**src/logic/ldst_pkg.sv**
```systemverilog
// ==============================
// Load/store buffer package
// Widths, queue depth, access size
// and byte-mask helpers
// ==============================
`default_nettype none

package ldst_pkg;

  localparam int unsigned XLEN       = 32;
  localparam int unsigned WORD_BYTES = 4;  // Byte lanes per word
  localparam int unsigned SB_DEPTH   = 4;
  localparam int unsigned SB_PTR_W   = 2;
  localparam int unsigned SB_CNT_W   = 3;

  typedef enum logic [1:0] {
    SIZE_BYTE,
    SIZE_HALF,
    SIZE_WORD,
    SIZE_NONE
  } access_size_e;

  typedef logic [WORD_BYTES-1:0] byte_mask_t;

  function automatic byte_mask_t size_to_mask(input logic [1:0] lsb, input access_size_e size);
    case (size)
      SIZE_BYTE: return byte_mask_t'(1) << lsb;
      SIZE_HALF: return lsb[1] ? 4'b1100 : 4'b0011;  // Halves are aligned
      SIZE_WORD: return 4'b1111;
      default:   return 4'b0000;
    endcase
  endfunction

  // One byte, an aligned half or the whole word
  function automatic logic mask_legal(input byte_mask_t mask);
    case (mask)
      4'b0001, 4'b0010, 4'b0100, 4'b1000: return 1'b1;
      4'b0011, 4'b1100, 4'b1111:          return 1'b1;
      default:                            return 1'b0;
    endcase
  endfunction

  function automatic access_size_e mask_to_size(input byte_mask_t mask);
    case (mask)
      4'b0001, 4'b0010, 4'b0100, 4'b1000: return SIZE_BYTE;
      4'b0011, 4'b1100:                   return SIZE_HALF;
      4'b1111:                            return SIZE_WORD;
      default:                            return SIZE_NONE;
    endcase
  endfunction

  function automatic logic [1:0] mask_to_lsb(input byte_mask_t mask);
    case (mask)
      4'b0010:          return 2'd1;
      4'b0100, 4'b1100: return 2'd2;
      4'b1000:          return 2'd3;
      default:          return 2'd0;
    endcase
  endfunction

endpackage

`default_nettype wire

```
**src/logic/store_queue.sv**
```systemverilog
// ==============================
// Store queue
// Circular queue of word stores with
// byte masks and merging at the tail
// ==============================
`timescale 1ns/1ps
`default_nettype none

module store_queue (
  input  logic                          clk_i,
  input  logic                          rst_ni,
  input  logic                          push_i,
  input  logic                          pop_i,
  input  logic [ldst_pkg::XLEN-1:0]     push_addr_i,
  input  ldst_pkg::access_size_e        push_size_i,
  input  logic [ldst_pkg::XLEN-1:0]     push_wdata_i,
  output logic                          merge_ok_o,
  output logic                          full_o,
  output logic [ldst_pkg::XLEN-1:0]     head_addr_o,
  output ldst_pkg::byte_mask_t          head_mask_o,
  output logic [ldst_pkg::XLEN-1:0]     head_data_o,
  output logic [ldst_pkg::XLEN-1:0]     ent_addr_o [ldst_pkg::SB_DEPTH],
  output ldst_pkg::byte_mask_t          ent_mask_o [ldst_pkg::SB_DEPTH],
  output logic [ldst_pkg::XLEN-1:0]     ent_data_o [ldst_pkg::SB_DEPTH],
  output logic [ldst_pkg::SB_PTR_W-1:0] tail_ptr_o,
  output logic [ldst_pkg::SB_CNT_W-1:0] count_o
);

  logic [ldst_pkg::XLEN-1:0]     addr_q [ldst_pkg::SB_DEPTH];  // Word addresses
  ldst_pkg::byte_mask_t          mask_q [ldst_pkg::SB_DEPTH];
  logic [ldst_pkg::XLEN-1:0]     data_q [ldst_pkg::SB_DEPTH];  // Lane-placed data
  logic [ldst_pkg::SB_PTR_W-1:0] head_q;
  logic [ldst_pkg::SB_PTR_W-1:0] tail_q;
  logic [ldst_pkg::SB_CNT_W-1:0] count_q;

  logic [ldst_pkg::SB_PTR_W-1:0] newest;
  logic [ldst_pkg::XLEN-1:0]     push_waddr;
  ldst_pkg::byte_mask_t          push_mask;
  logic [ldst_pkg::XLEN-1:0]     push_lanes;
  ldst_pkg::byte_mask_t          merged_mask;
  logic [ldst_pkg::XLEN-1:0]     merged_data;
  logic                          append;

  assign newest     = tail_q - 1'b1;
  assign push_waddr = {push_addr_i[ldst_pkg::XLEN-1:2], 2'b00};
  assign push_mask  = ldst_pkg::size_to_mask(push_addr_i[1:0], push_size_i);

  // Copy the store data into every lane, the mask picks the live ones
  always_comb begin
    case (push_size_i)
      ldst_pkg::SIZE_BYTE: push_lanes = {4{push_wdata_i[7:0]}};
      ldst_pkg::SIZE_HALF: push_lanes = {2{push_wdata_i[15:0]}};
      default:             push_lanes = push_wdata_i;
    endcase
  end

  assign merged_mask = mask_q[newest] | push_mask;

  always_comb begin
    merged_data = data_q[newest];
    for (int b = 0; b < ldst_pkg::WORD_BYTES; b++) begin
      if (push_mask[b]) merged_data[b*8 +: 8] = push_lanes[b*8 +: 8];
    end
  end

  // Newest entry must stay put this cycle to take a merge
  assign merge_ok_o = (count_q != '0) && (addr_q[newest] == push_waddr) &&
                      ldst_pkg::mask_legal(merged_mask) && !(pop_i && (count_q == 1));
  assign append     = push_i && !merge_ok_o;
  assign full_o     = (count_q == ldst_pkg::SB_CNT_W'(ldst_pkg::SB_DEPTH));

  // ==============================
  // Entry storage
  // ==============================
  always_ff @(posedge clk_i) begin
    if (push_i && merge_ok_o) begin
      mask_q[newest] <= merged_mask;
      data_q[newest] <= merged_data;
    end else if (append) begin
      addr_q[tail_q] <= push_waddr;
      mask_q[tail_q] <= push_mask;
      data_q[tail_q] <= push_lanes;
    end
  end

  always_ff @(posedge clk_i) begin
    if (!rst_ni) begin
      head_q  <= '0;
      tail_q  <= '0;
      count_q <= '0;
    end else begin
      if (append) tail_q <= tail_q + 1'b1;
      if (pop_i)  head_q <= head_q + 1'b1;
      if (append && !pop_i) begin
        count_q <= count_q + 1'b1;
      end else if (pop_i && !append) begin
        count_q <= count_q - 1'b1;
      end
    end
  end

  assign head_addr_o = addr_q[head_q];
  assign head_mask_o = mask_q[head_q];
  assign head_data_o = data_q[head_q];
  assign ent_addr_o  = addr_q;
  assign ent_mask_o  = mask_q;
  assign ent_data_o  = data_q;
  assign tail_ptr_o  = tail_q;
  assign count_o     = count_q;

endmodule

`default_nettype wire

```
**src/logic/store_forward.sv**
```systemverilog
// ==============================
// Store-to-load forwarding
// Collects load bytes newest first
// from queue and in-flight store
// ==============================
`timescale 1ns/1ps
`default_nettype none

module store_forward (
  input  logic [ldst_pkg::XLEN-1:0]     ld_addr_i,
  input  ldst_pkg::access_size_e        ld_size_i,
  input  logic [ldst_pkg::XLEN-1:0]     ent_addr_i [ldst_pkg::SB_DEPTH],
  input  ldst_pkg::byte_mask_t          ent_mask_i [ldst_pkg::SB_DEPTH],
  input  logic [ldst_pkg::XLEN-1:0]     ent_data_i [ldst_pkg::SB_DEPTH],
  input  logic [ldst_pkg::SB_PTR_W-1:0] tail_ptr_i,
  input  logic [ldst_pkg::SB_CNT_W-1:0] count_i,
  input  logic                          act_valid_i,
  input  logic [ldst_pkg::XLEN-1:0]     act_addr_i,
  input  ldst_pkg::byte_mask_t          act_mask_i,
  input  logic [ldst_pkg::XLEN-1:0]     act_data_i,
  output logic                          fwd_hit_o,
  output logic                          fwd_partial_o,
  output logic [ldst_pkg::XLEN-1:0]     fwd_word_o
);

  logic [ldst_pkg::XLEN-1:0]     ld_waddr;
  ldst_pkg::byte_mask_t          need_mask;
  ldst_pkg::byte_mask_t          rem_mask;   // Lanes still missing
  logic [ldst_pkg::SB_PTR_W-1:0] scan_ptr;

  assign ld_waddr  = {ld_addr_i[ldst_pkg::XLEN-1:2], 2'b00};
  assign need_mask = ldst_pkg::size_to_mask(ld_addr_i[1:0], ld_size_i);

  always_comb begin
    rem_mask   = need_mask;
    fwd_word_o = '0;
    scan_ptr   = tail_ptr_i - 1'b1;

    // Youngest entry back to the oldest
    for (int k = 0; k < ldst_pkg::SB_DEPTH; k++) begin
      if ((k < int'(count_i)) && (ent_addr_i[scan_ptr] == ld_waddr)) begin
        for (int b = 0; b < ldst_pkg::WORD_BYTES; b++) begin
          if (rem_mask[b] && ent_mask_i[scan_ptr][b]) begin
            fwd_word_o[b*8 +: 8] = ent_data_i[scan_ptr][b*8 +: 8];
            rem_mask[b]          = 1'b0;
          end
        end
      end
      scan_ptr = scan_ptr - 1'b1;
    end

    // In-flight store is older than anything queued
    if (act_valid_i && (act_addr_i == ld_waddr)) begin
      for (int b = 0; b < ldst_pkg::WORD_BYTES; b++) begin
        if (rem_mask[b] && act_mask_i[b]) begin
          fwd_word_o[b*8 +: 8] = act_data_i[b*8 +: 8];
          rem_mask[b]          = 1'b0;
        end
      end
    end
  end

  assign fwd_hit_o     = (need_mask != '0) && (rem_mask == '0);
  assign fwd_partial_o = (rem_mask != need_mask) && (rem_mask != '0);

endmodule

`default_nettype wire

```
**src/logic/ldst_ctrl.sv**
```systemverilog
// ==============================
// Load/store control
// Cache transaction tracking, issue
// order, drain mode and stall
// ==============================
`timescale 1ns/1ps
`default_nettype none

module ldst_ctrl (
  input  logic                          clk_i,
  input  logic                          rst_ni,
  input  logic                          flush_i,
  input  logic                          req_valid_i,
  input  logic                          req_we_i,
  input  logic [ldst_pkg::XLEN-1:0]     req_addr_i,
  input  ldst_pkg::access_size_e        req_size_i,
  input  logic [ldst_pkg::XLEN-1:0]     req_wdata_i,
  input  logic                          req_signed_i,
  input  logic                          merge_ok_i,
  input  logic                          full_i,
  input  logic [ldst_pkg::SB_CNT_W-1:0] count_i,
  input  logic [ldst_pkg::XLEN-1:0]     head_addr_i,
  input  ldst_pkg::byte_mask_t          head_mask_i,
  input  logic [ldst_pkg::XLEN-1:0]     head_data_i,
  input  logic                          fwd_hit_i,
  input  logic                          fwd_partial_i,
  input  logic                          dc_rsp_valid_i,
  output logic                          push_o,
  output logic                          pop_o,
  output logic                          act_valid_o,
  output logic [ldst_pkg::XLEN-1:0]     act_addr_o,
  output ldst_pkg::byte_mask_t          act_mask_o,
  output logic [ldst_pkg::XLEN-1:0]     act_data_o,
  output logic                          dc_req_valid_o,
  output logic                          dc_we_o,
  output logic [ldst_pkg::XLEN-1:0]     dc_addr_o,
  output ldst_pkg::access_size_e        dc_size_o,
  output logic [ldst_pkg::XLEN-1:0]     dc_wdata_o,
  output logic                          ld_from_fwd_o,
  output logic [1:0]                    ld_lsb_o,
  output ldst_pkg::access_size_e        ld_size_o,
  output logic                          ld_signed_o,
  output logic                          ld_valid_o,
  output logic                          stall_o
);

  logic                      act_valid_q;
  logic                      act_load_q;
  logic                      drain_q;
  logic [ldst_pkg::XLEN-1:0] act_addr_q;
  ldst_pkg::access_size_e    act_size_q;
  logic                      act_signed_q;
  ldst_pkg::byte_mask_t      act_mask_q;
  logic [ldst_pkg::XLEN-1:0] act_data_q;

  logic       is_ld;
  logic       is_st;
  logic       q_empty;
  logic       ld_active;
  logic       ld_cache;    // Load that has to go to the cache
  logic       ld_issue;
  logic       drain_busy;
  logic [1:0] head_lsb;

  assign is_ld     = req_valid_i && !req_we_i;
  assign is_st     = req_valid_i && req_we_i;
  assign q_empty   = (count_i == '0);
  assign ld_active = act_valid_q && act_load_q;
  assign head_lsb  = ldst_pkg::mask_to_lsb(head_mask_i);

  // ==============================
  // Issue selection
  // ==============================
  assign pop_o    = !act_valid_q && !q_empty;  // Head store goes first
  assign ld_cache = is_ld && !ld_active && !fwd_hit_i && !fwd_partial_i;
  assign ld_issue = ld_cache && q_empty && !act_valid_q;

  assign dc_req_valid_o = pop_o || ld_issue;
  assign dc_we_o        = pop_o;

  always_comb begin
    if (pop_o) begin
      dc_addr_o  = head_addr_i | ldst_pkg::XLEN'(head_lsb);
      dc_size_o  = ldst_pkg::mask_to_size(head_mask_i);
      dc_wdata_o = head_data_i >> {head_lsb, 3'b000};  // Store lanes moved down
    end else begin
      dc_addr_o  = req_addr_i;
      dc_size_o  = req_size_i;
      dc_wdata_o = req_wdata_i;                        // Don't care on reads
    end
  end

  // Held from issue edge to the response cycle
  always_ff @(posedge clk_i) begin
    if (dc_req_valid_o) begin
      act_load_q   <= !dc_we_o;
      act_addr_q   <= dc_addr_o;
      act_size_q   <= dc_size_o;
      act_signed_q <= req_signed_i;
      act_mask_q   <= head_mask_i;
      act_data_q   <= head_data_i;
    end
  end

  always_ff @(posedge clk_i) begin
    if (!rst_ni) begin
      act_valid_q <= 1'b0;
      drain_q     <= 1'b0;
    end else begin
      if (dc_req_valid_o) begin
        act_valid_q <= 1'b1;
      end else if (dc_rsp_valid_i) begin
        act_valid_q <= 1'b0;
      end
      if (drain_q && q_empty && !act_valid_q) begin
        drain_q <= 1'b0;
      end else if (flush_i && (!q_empty || (act_valid_q && !act_load_q))) begin
        drain_q <= 1'b1;
      end
    end
  end

  assign act_valid_o = act_valid_q && !act_load_q;  // Only stores forward
  assign act_addr_o  = {act_addr_q[ldst_pkg::XLEN-1:2], 2'b00};
  assign act_mask_o  = act_mask_q;
  assign act_data_o  = act_data_q;

  // ==============================
  // Stall and load result
  // ==============================
  assign drain_busy = drain_q && (!q_empty || act_valid_q);

  assign stall_o = drain_busy ||
                   (ld_active && !dc_rsp_valid_i) ||         // Response wait
                   (is_ld && !ld_active && fwd_partial_i) || // Partial overlap
                   ld_cache ||                               // Issue or queue not empty
                   (is_st && full_i && !merge_ok_i);

  assign push_o     = is_st && !stall_o;
  assign ld_valid_o = is_ld && !stall_o;

  assign ld_from_fwd_o = !ld_active;
  assign ld_lsb_o      = ld_active ? act_addr_q[1:0] : req_addr_i[1:0];
  assign ld_size_o     = ld_active ? act_size_q : req_size_i;
  assign ld_signed_o   = ld_active ? act_signed_q : req_signed_i;

endmodule

`default_nettype wire

```
**src/logic/load_align.sv**
```systemverilog
// ==============================
// Load alignment
// Lane select with sign or zero
// extension
// ==============================
`timescale 1ns/1ps
`default_nettype none

module load_align (
  input  logic [ldst_pkg::XLEN-1:0] word_i,
  input  logic [1:0]                lsb_i,
  input  ldst_pkg::access_size_e    size_i,
  input  logic                      signed_i,
  output logic [ldst_pkg::XLEN-1:0] data_o
);

  logic [7:0]  byte_sel;
  logic [15:0] half_sel;
  logic        ext_bit;

  assign byte_sel = word_i[{lsb_i, 3'b000} +: 8];
  assign half_sel = word_i[{lsb_i[1], 4'b0000} +: 16];  // Halves are aligned

  always_comb begin
    ext_bit = 1'b0;
    case (size_i)
      ldst_pkg::SIZE_BYTE: begin
        ext_bit = signed_i && byte_sel[7];
        data_o  = {{(ldst_pkg::XLEN-8){ext_bit}}, byte_sel};
      end
      ldst_pkg::SIZE_HALF: begin
        ext_bit = signed_i && half_sel[15];
        data_o  = {{(ldst_pkg::XLEN-16){ext_bit}}, half_sel};
      end
      default: data_o = word_i;
    endcase
  end

endmodule

`default_nettype wire

```
**src/logic/ldst_buffer.sv**
```systemverilog
// ==============================
// Load/store buffer top
// Store queue, forwarding, control
// and load alignment
// ==============================
`timescale 1ns/1ps
`default_nettype none

module ldst_buffer (
  input  logic                      clk_i,
  input  logic                      rst_ni,
  input  logic                      flush_i,
  input  logic                      req_valid_i,
  input  logic                      req_we_i,
  input  logic [ldst_pkg::XLEN-1:0] req_addr_i,
  input  ldst_pkg::access_size_e    req_size_i,
  input  logic [ldst_pkg::XLEN-1:0] req_wdata_i,
  input  logic                      req_signed_i,
  output logic                      stall_o,
  output logic                      ld_valid_o,
  output logic [ldst_pkg::XLEN-1:0] ld_data_o,
  output logic                      dc_req_valid_o,
  output logic                      dc_we_o,
  output logic [ldst_pkg::XLEN-1:0] dc_addr_o,
  output ldst_pkg::access_size_e    dc_size_o,
  output logic [ldst_pkg::XLEN-1:0] dc_wdata_o,
  input  logic                      dc_rsp_valid_i,
  input  logic [ldst_pkg::XLEN-1:0] dc_rdata_i
);

  logic                          push, pop, merge_ok, full;
  logic [ldst_pkg::XLEN-1:0]     head_addr, head_data;
  ldst_pkg::byte_mask_t          head_mask;
  logic [ldst_pkg::XLEN-1:0]     ent_addr [ldst_pkg::SB_DEPTH];
  ldst_pkg::byte_mask_t          ent_mask [ldst_pkg::SB_DEPTH];
  logic [ldst_pkg::XLEN-1:0]     ent_data [ldst_pkg::SB_DEPTH];
  logic [ldst_pkg::SB_PTR_W-1:0] tail_ptr;
  logic [ldst_pkg::SB_CNT_W-1:0] count;
  logic                          act_valid;
  logic [ldst_pkg::XLEN-1:0]     act_addr, act_data;
  ldst_pkg::byte_mask_t          act_mask;
  logic                          fwd_hit, fwd_partial;
  logic [ldst_pkg::XLEN-1:0]     fwd_word;
  logic                          ld_from_fwd, ld_signed;
  logic [1:0]                    ld_lsb;
  ldst_pkg::access_size_e        ld_size;
  logic [ldst_pkg::XLEN-1:0]     ld_word;

  store_queue i_store_queue (
    .clk_i, .rst_ni,
    .push_i(push), .pop_i(pop),
    .push_addr_i(req_addr_i), .push_size_i(req_size_i), .push_wdata_i(req_wdata_i),
    .merge_ok_o(merge_ok), .full_o(full),
    .head_addr_o(head_addr), .head_mask_o(head_mask), .head_data_o(head_data),
    .ent_addr_o(ent_addr), .ent_mask_o(ent_mask), .ent_data_o(ent_data),
    .tail_ptr_o(tail_ptr), .count_o(count)
  );

  store_forward i_store_forward (
    .ld_addr_i(req_addr_i), .ld_size_i(req_size_i),
    .ent_addr_i(ent_addr), .ent_mask_i(ent_mask), .ent_data_i(ent_data),
    .tail_ptr_i(tail_ptr), .count_i(count),
    .act_valid_i(act_valid), .act_addr_i(act_addr),
    .act_mask_i(act_mask), .act_data_i(act_data),
    .fwd_hit_o(fwd_hit), .fwd_partial_o(fwd_partial), .fwd_word_o(fwd_word)
  );

  ldst_ctrl i_ldst_ctrl (
    .clk_i, .rst_ni, .flush_i,
    .req_valid_i, .req_we_i, .req_addr_i, .req_size_i, .req_wdata_i, .req_signed_i,
    .merge_ok_i(merge_ok), .full_i(full), .count_i(count),
    .head_addr_i(head_addr), .head_mask_i(head_mask), .head_data_i(head_data),
    .fwd_hit_i(fwd_hit), .fwd_partial_i(fwd_partial),
    .dc_rsp_valid_i,
    .push_o(push), .pop_o(pop),
    .act_valid_o(act_valid), .act_addr_o(act_addr),
    .act_mask_o(act_mask), .act_data_o(act_data),
    .dc_req_valid_o, .dc_we_o, .dc_addr_o, .dc_size_o, .dc_wdata_o,
    .ld_from_fwd_o(ld_from_fwd), .ld_lsb_o(ld_lsb),
    .ld_size_o(ld_size), .ld_signed_o(ld_signed),
    .ld_valid_o, .stall_o
  );

  assign ld_word = ld_from_fwd ? fwd_word : dc_rdata_i;  // Forwarded or cache word

  load_align i_load_align (
    .word_i(ld_word), .lsb_i(ld_lsb), .size_i(ld_size),
    .signed_i(ld_signed), .data_o(ld_data_o)
  );

endmodule

`default_nettype wire

```
**config.mk**
```make
export PLATFORM = sky130hd
export DESIGN_NAME = ldst_buffer
export DESIGN_NICKNAME = d
export VERILOG_FILES = /design/src/logic/ldst_pkg.sv /design/src/logic/store_queue.sv /design/src/logic/store_forward.sv /design/src/logic/ldst_ctrl.sv /design/src/logic/load_align.sv /design/src/logic/ldst_buffer.sv
export SDC_FILE = /design/constraint.sdc
export NUM_CORES = 1
export LEC_CHECK = 0
export BUFFER_PORTS_ARGS = -buffer_cell sky130_fd_sc_hd__buf_2
export CAP_MARGIN = 20
export CORE_ASPECT_RATIO = 0.6
export CORE_MARGIN = 5
export CORE_UTILIZATION = 30
export DETAILED_ROUTE_END_ITERATION = 8
export GPL_TIMING_DRIVEN = 0
export SYNTH_ARGS = -nofsm -noshare
export SYNTH_HDL_FRONTEND = slang
export SYNTH_SLANG_ARGS = --single-unit
```
**constraint.sdc**
```tcl
create_clock -name clk_i -period 21.7 [get_ports clk_i]
set_input_delay 4.34 -clock clk_i [delete_from_list [all_inputs] [get_ports clk_i]]
set_output_delay 4.34 -clock clk_i [all_outputs]
set_load 0.02 [all_outputs]
```
# Word-level counts from Yosys, hierarchy flattened
# Cells that the tools add are included.
# word_totals
reg_bits	353
output_inout_bits	102
# classes
add_sub_neg	8
n_lt_le_gt_ge	12
eq_ne	25
n_shift	4
n_mux	134
bitwise	10
reduce_logical	95
# op_table
operator	count
2-to-1 mux 32 bit	30
binary-select mux 32 bit (select 2 bit)	10
bitwise mux 128 bit	3
2-to-1 mux 128 bit	2
2-to-1 mux 8 bit	24
demux 32 bit (select 2 bit)	2
equality test 32 bit	4
case mux 32 bit (2 select lines)	2
2-to-1 mux 4 bit	18
logical AND 1 bit	59
binary-select mux 4 bit (select 2 bit)	5
bitwise mux 16 bit	2
2-to-1 mux 16 bit	2
bitwise OR 32 x 2 -> 32 bit	1
indexed part select 32 x 6 -> 16 bit	1
indexed part select 32 x 6 -> 8 bit	1
>> shifter 32 x 5 -> 32 bit	1
equality test 30 bit	1
equality test 4 bit (second input constant)	6
2-to-1 mux 1 bit	24
greater-or-equal comparator 3 bit (second input constant)	6
inverter 2 -> 3 bit	6
demux 4 bit (select 2 bit)	2
equality test 4 x 2 -> 1 bit (second input constant)	4
other kinds (33)	72

# Longest topological paths before layout
# logic_depth
word_depth	34
ltp_mapped	23
depth_no_buf	14

# By module
# A second synthesis with hierarchy kept.
# hier_totals
hier_cells	2691
hier_area_um2	30161.4
# by_module_without_submodules
module	instances	cells_per_inst	area_each_um2
store_queue	1	942	14567.7
store_forward	1	1188	10122.2
ldst_ctrl	1	408	4202.8
load_align	1	117	724.4
ldst_buffer	1	36	544.3

# Worst setup path after synthesis
# OpenSTA, ideal clock, no wires.
# synth_path
path_type	input to output
from	in req_addr_i[21] (netlist name)
to	out dc_req_valid_o
arrival_ns	10.470
required_ns	17.360
slack_ns	6.890
cell_stages	12
n_path_buf	1
path_cell_list	clkbuf_1 > or2_2 > a2bb2oi_1 > o2111ai_1 > a21oi_1 > and4_1 > and3_1 > nor3_1 > nand3b_1 > a22o_1 > or4_1 > a21oi_1
# synth_via
elab_chain_len	23
word_cells_on_any_way	59
classes_between	eq/ne: 6; mux: 21; reduce/logical: 32
# synth_lines
element	line_no	rtl
start, declared	ldst_buffer.sv:15	input logic [ldst_pkg::XLEN-1:0] req_addr_i,
equality test 32 bit	store_forward.sv:41	if ((k < int'(count_i)) && (ent_addr_i[scan_ptr] == ld_waddr)) begin
logical AND 1 bit	store_forward.sv:41	
2-to-1 mux 4 bit	store_forward.sv:41	
logical AND 1 bit	store_forward.sv:43	if (rem_mask[b] && ent_mask_i[scan_ptr][b]) begin
2-to-1 mux 1 bit	store_forward.sv:43	
2-to-1 mux 4 bit	store_forward.sv:41	
logical AND 1 bit	store_forward.sv:43	
2-to-1 mux 1 bit	store_forward.sv:43	
[... 6 more ...]	n/a	
2-to-1 mux 4 bit *	store_forward.sv:53	if (act_valid_i && (act_addr_i == ld_waddr)) begin
logical NOT 4 bit	store_forward.sv:63	assign fwd_hit_o = (need_mask != '0) && (rem_mask == '0);
logical AND 1 bit	store_forward.sv:63	
logical NOT 1 bit	ldst_ctrl.sv:75	assign ld_cache = is_ld && !ld_active && !fwd_hit_i && !fwd_partial_i;
logical AND 1 bit	ldst_ctrl.sv:75	
logical AND 1 bit *	ldst_ctrl.sv:75	
logical AND 1 bit * (2 in series)	ldst_ctrl.sv:76	assign ld_issue = ld_cache && q_empty && !act_valid_q;
logical OR 1 bit *	ldst_ctrl.sv:78	assign dc_req_valid_o = pop_o || ld_issue;
end, declared	ldst_buffer.sv:22	output logic dc_req_valid_o,
# Every way passes the cells marked *; elsewhere a longest branch is shown, timed or not.

# Worst setup path after layout
# layout_path
from	in req_addr_i[25] (netlist name)
to	out ld_data_o[0] (netlist name)
# layout_via
elab_chain_len	18
word_cells_on_any_way	67
classes_between	eq/ne: 5; shift: 2; mux: 39; reduce/logical: 21
# layout_lines
element	line_no	rtl
equality test 32 bit	store_forward.sv:41	
logical AND 1 bit	store_forward.sv:41	
2-to-1 mux 4 bit	store_forward.sv:41	
logical AND 1 bit	store_forward.sv:43	
2-to-1 mux 1 bit	store_forward.sv:43	
2-to-1 mux 4 bit	store_forward.sv:41	
logical AND 1 bit	store_forward.sv:43	
2-to-1 mux 1 bit	store_forward.sv:43	
[... 2 more ...]	n/a	
2-to-1 mux 1 bit	store_forward.sv:43	
2-to-1 mux 4 bit	store_forward.sv:41	
logical AND 1 bit	store_forward.sv:55	if (rem_mask[b] && act_mask_i[b]) begin
2-to-1 mux 8 bit	store_forward.sv:55	
2-to-1 mux 32 bit *	store_forward.sv:53	
2-to-1 mux 32 bit *	ldst_buffer.sv:84	assign ld_word = ld_from_fwd ? fwd_word : dc_rdata_i;
indexed part select 32 x 6 -> 16 bit / indexed part select 32 x 6 -> 8 bit (equally long branches)	load_align.sv:22, load_align.sv:21	
case mux 32 bit (2 select lines) *	load_align.sv:26	case (size_i)
end, declared	ldst_buffer.sv:21	output logic [ldst_pkg::XLEN-1:0] ld_data_o,
# Marks and branches as above.

==> reports/qor.csv <==
stage;metric;value;unit
yosys;synthCells;2452;
sta;rsz0062_at_grt;no;
global_route;track_usage;26.5;%
detailed_routing;viasPerCell;6.50;
setup_path;cp_num_buf_inv;3;
global_route;grt_pass1_vias;23100;
setup_path;path_class;in2out;
power_and_ir_drop;vdd_drop_max;0.0582;mV
setup_path;slowest_delay;1.21;ns
power_and_ir_drop;power.density;122;nW/um^2
yosys;synth.largest_area_cell;edfxtp_1;
cells_and_area;final_net_count;2830;
detailed_routing;drtAntennaViolNets;0;
yosys;synth_enable_flop_cells;336;
detailed_routing;dr.pass1.iters;7;
power_and_ir_drop;leakage;10.6;nW
global_route;antenna_found_initial;10;
sta;fin_crit;15.27;ns
sta;hold_viol_final;0;
sta;maxSlewViolCount;0;
sta;tightest_slew;1.29;ns
cts;cts-htree-levels;2;
yosys;synthArstFlopShare;0;%
global_route;grt_pass1_wl;183;mm
placement;portBuffers;196;
sta;clock.fmax;65.5;MHz
setup_path;worstPathRequired;17.36;ns
yosys;synthTopCellsByCount;edfxtp_1, nand2_1, mux4_2, mux2i_1, o21ai_0;
power_and_ir_drop;power_frac_clock;18.4;%
yosys;yosys_warnings;0;
setup_path;r2r_slack;12.90;ns
cts;holdBufCountCts;0;
yosys;synth_cell_types;93;
hold_path;min_path_type;reg2reg;
placement;place_congestion;1.05;
setup_path;crit_chain;buf_2 > clkbuf_1 > xor2_1 > or4_1 > nor4_4 > nand4_1 > a311oi_1 > a21oi_1 > a311oi_1 > a21oi_1 > o311ai_1 > buf_2;
setup_path;worstPathArrival;10.93;ns
setup_path;path_max_fanout;10;
power_and_ir_drop;comb_power_share;56.5;%
sta;fin_tns_setup;0;ns
hold_path;min_from;i_ldst_ctrl.drain_q;
sta;period_share;70.4;%
yosys;yosysTopAreaCellShare;37.5;%
hold_path;whs_endpoint;i_ldst_ctrl.drain_q;
power_and_ir_drop;power.internal;0.00199;W
setup_path;worst-path-stages;12;
setup_path;slowest_stage;a311oi_1;
yosys;syn_area_per_cell;11.0;um^2
detailed_routing;post_drt_wl_per_cell;33.8;um
cts;clk_pin_slew;0.06;ns
cells_and_area;nFillCells;8911;
global_route;grt_max_degree;27;
setup_path;critPathTopFamily;compound AO/OA/AOI/OAI gates;
power_and_ir_drop;swShare;47.6;%
floorplanning;coreArea;89300;um^2
floorplanning;die_h;242;um
power_and_ir_drop;p_switching;0.00181;W
power_and_ir_drop;p_total;0.00380;W
global_route;grt-ovfl-total;0;
placement;dp_hpwl;103;mm
sta;skew;0.0514;ns
sta;slew_headroom;13.3;%
floorplanning;dieArea;96000;um^2
power_and_ir_drop;p_seq_share;25.1;%
cts;root_buffer;clkbuf_16;
cells_and_area;multi_input_area;15600;um^2
yosys;synth_top_cells_by_area;edfxtp_1, mux4_2, mux2i_1;
yosys;seq_area_frac_synth;38.2;%
detailed_routing;drc;0;
setup_path;crit_start;req_addr_i[25];
sta;report.final.setup_viol;0;
cells_and_area;seq_area;10300;um^2
cells_and_area;drive_gt1_share;23.6;%
flow_run;max_cap_violations;0;
cts;clk_latency;0.61;ns
floorplanning;fp.dieW;397;um
yosys;synth_nets;2567;
yosys;ys_ff_latch;345;
floorplanning;num_rows;85;
cts;numCtsBuffers;40;
run_status;run_status;complete, no violations;
cts;cts_buffer_depth;3;
cts;cts-resized-gates;0;
cells_and_area;area_growth;15.6;%
cts;cts_setup_buffers;0;
setup_path;regToRegEndpoint;i_store_queue.ent_mask_o[2];
floorplanning;ios;207;
setup_path;worstReg2RegStart;i_store_queue.tail_ptr_o[0];
detailed_routing;wirelength;133;mm
cts;clock-sinks;345;
setup_path;critPathCaptureType;output pin;
yosys;synth_ff_type;edfxtp_1;
floorplanning;start_util;30.1;%
sta;whs;0.487;ns
detailed_routing;dr_total_vias;25500;
cells_and_area;utilization;34.8;%
yosys;yosysMostFrequentCell;edfxtp_1;
detailed_routing;drt_iter0_markers;4943;
setup_path;r2r_cells;18;
yosys;synth_area;26900;um^2
hold_path;hold_depth;2;
cts;cts_tree;built;
setup_path;start_kind;primary input;
[logic make-up after synthesis]
group	synth area share, %
buffers and inverters	4.22
multiplexers	26.4
flip-flops	38.2
AND/OR/NAND/NOR	12.5
AO/OA/AOI/OAI	13.5
XOR/XNOR	4.72
adder cells (fa/ha/maj)	0.465
[placed cells by master (no fill, tap or decap), types with 10 or more instances in the layout]
cell type | synthesis | routed
a211oi_1 | 18 | 18
a21oi_1 | 98 | 97
a221oi_1 | 11 | 11
a22o_1 | 14 | 14
and2_1 | 19 | 15
and3_1 | 19 | 19
buf_1 | 26 | 26
buf_12 | 4 | 15
buf_2 | 48 | 246
clkbuf_1 | 122 | 128
clkbuf_16 | 0 | 40
edfxtp_1 | 336 | 336
ha_1 | 10 | 10
inv_1 | 31 | 31
mux2_2 | 61 | 61
mux2i_1 | 175 | 175
mux4_2 | 204 | 204
nand2_1 | 286 | 286
nand2b_1 | 26 | 22
nand3_1 | 35 | 35
nand4_1 | 36 | 36
nor2_1 | 124 | 124
nor2b_1 | 22 | 22
nor3_1 | 26 | 25
nor4_1 | 31 | 31
o21ai_0 | 160 | 160
o22ai_1 | 131 | 131
or3_1 | 14 | 14
xnor2_1 | 87 | 87
xor2_1 | 58 | 58
[cell type report]
cell class	instances	area share (%)
multi-input combinational	1860	50.0
sequential	345	33.0
tap	1174	4.72
timing repair buffer	221	4.39
clock buffer	46	3.29
buffer	214	3.25
clock inverter	27	0.897
inverter	33	0.398
antenna	4	0.0322
[worst min-delay path, cell delays in order, from the launching register on]
cell and delay [ns]:
dfxtp_1 0.33, a21oi_1 0.04, nor2_1 0.08
[stage by stage]
step	std cells	cell area (um^2)	worst slack, ns
finish	3924	31100	6.43
global route	3921	31100	6.68
CTS	3916	31100	7.17
detailed placement	3843	29800	7.19
global placement	3822	29400	1.05
floorplan	2452	26900	6.89
[worst max path at each step]
stage / to
CTS: ld_data_o[0]
finish: ld_data_o[0]
floorplan: dc_req_valid_o
detailed placement: ld_data_o[0]
global placement: dc_req_valid_o
global route: ld_data_o[0]
[flip-flops by register name (all words and copies together) (netlist names), 2 cells and up]
register,flops
i_store_queue.ent_data_o,128
i_store_queue.ent_addr_o,120
i_ldst_ctrl.act_addr_q,32
i_ldst_ctrl.act_data_o,32
i_store_queue.ent_mask_o,16
i_ldst_ctrl.act_mask_o,4
i_store_queue.count_o,3
i_ldst_ctrl.act_size_q,2
i_store_queue.head_q,2
i_store_queue.tail_ptr_o,2
[power by group through the flow]
stage	combinational [W]	sequential [W]	clock (W)
3_3_place_gp	0.00201	0.000987	0
3_5_place_dp	0.00204	0.000965	0
2_1_floorplan	0.00125	0.000957	0
5_1_grt	0.00221	0.000965	0.000733
4_1_cts	0.00205	0.000952	0.000704
6_report	0.00215	0.000955	0.000701
[layer usage]
layer  share of wire [%]  vias to the layer above  global-route usage [%]
met5               0.012                        -                       0
met4                 2.9                        2                    7.03
met3                  18                      261                    13.1
met2                  37                     2339                    33.1
met1                  41                    12700                    39.5
li1                    -                    10200                       -
Note: power is estimated with default switching activity, not from simulation.
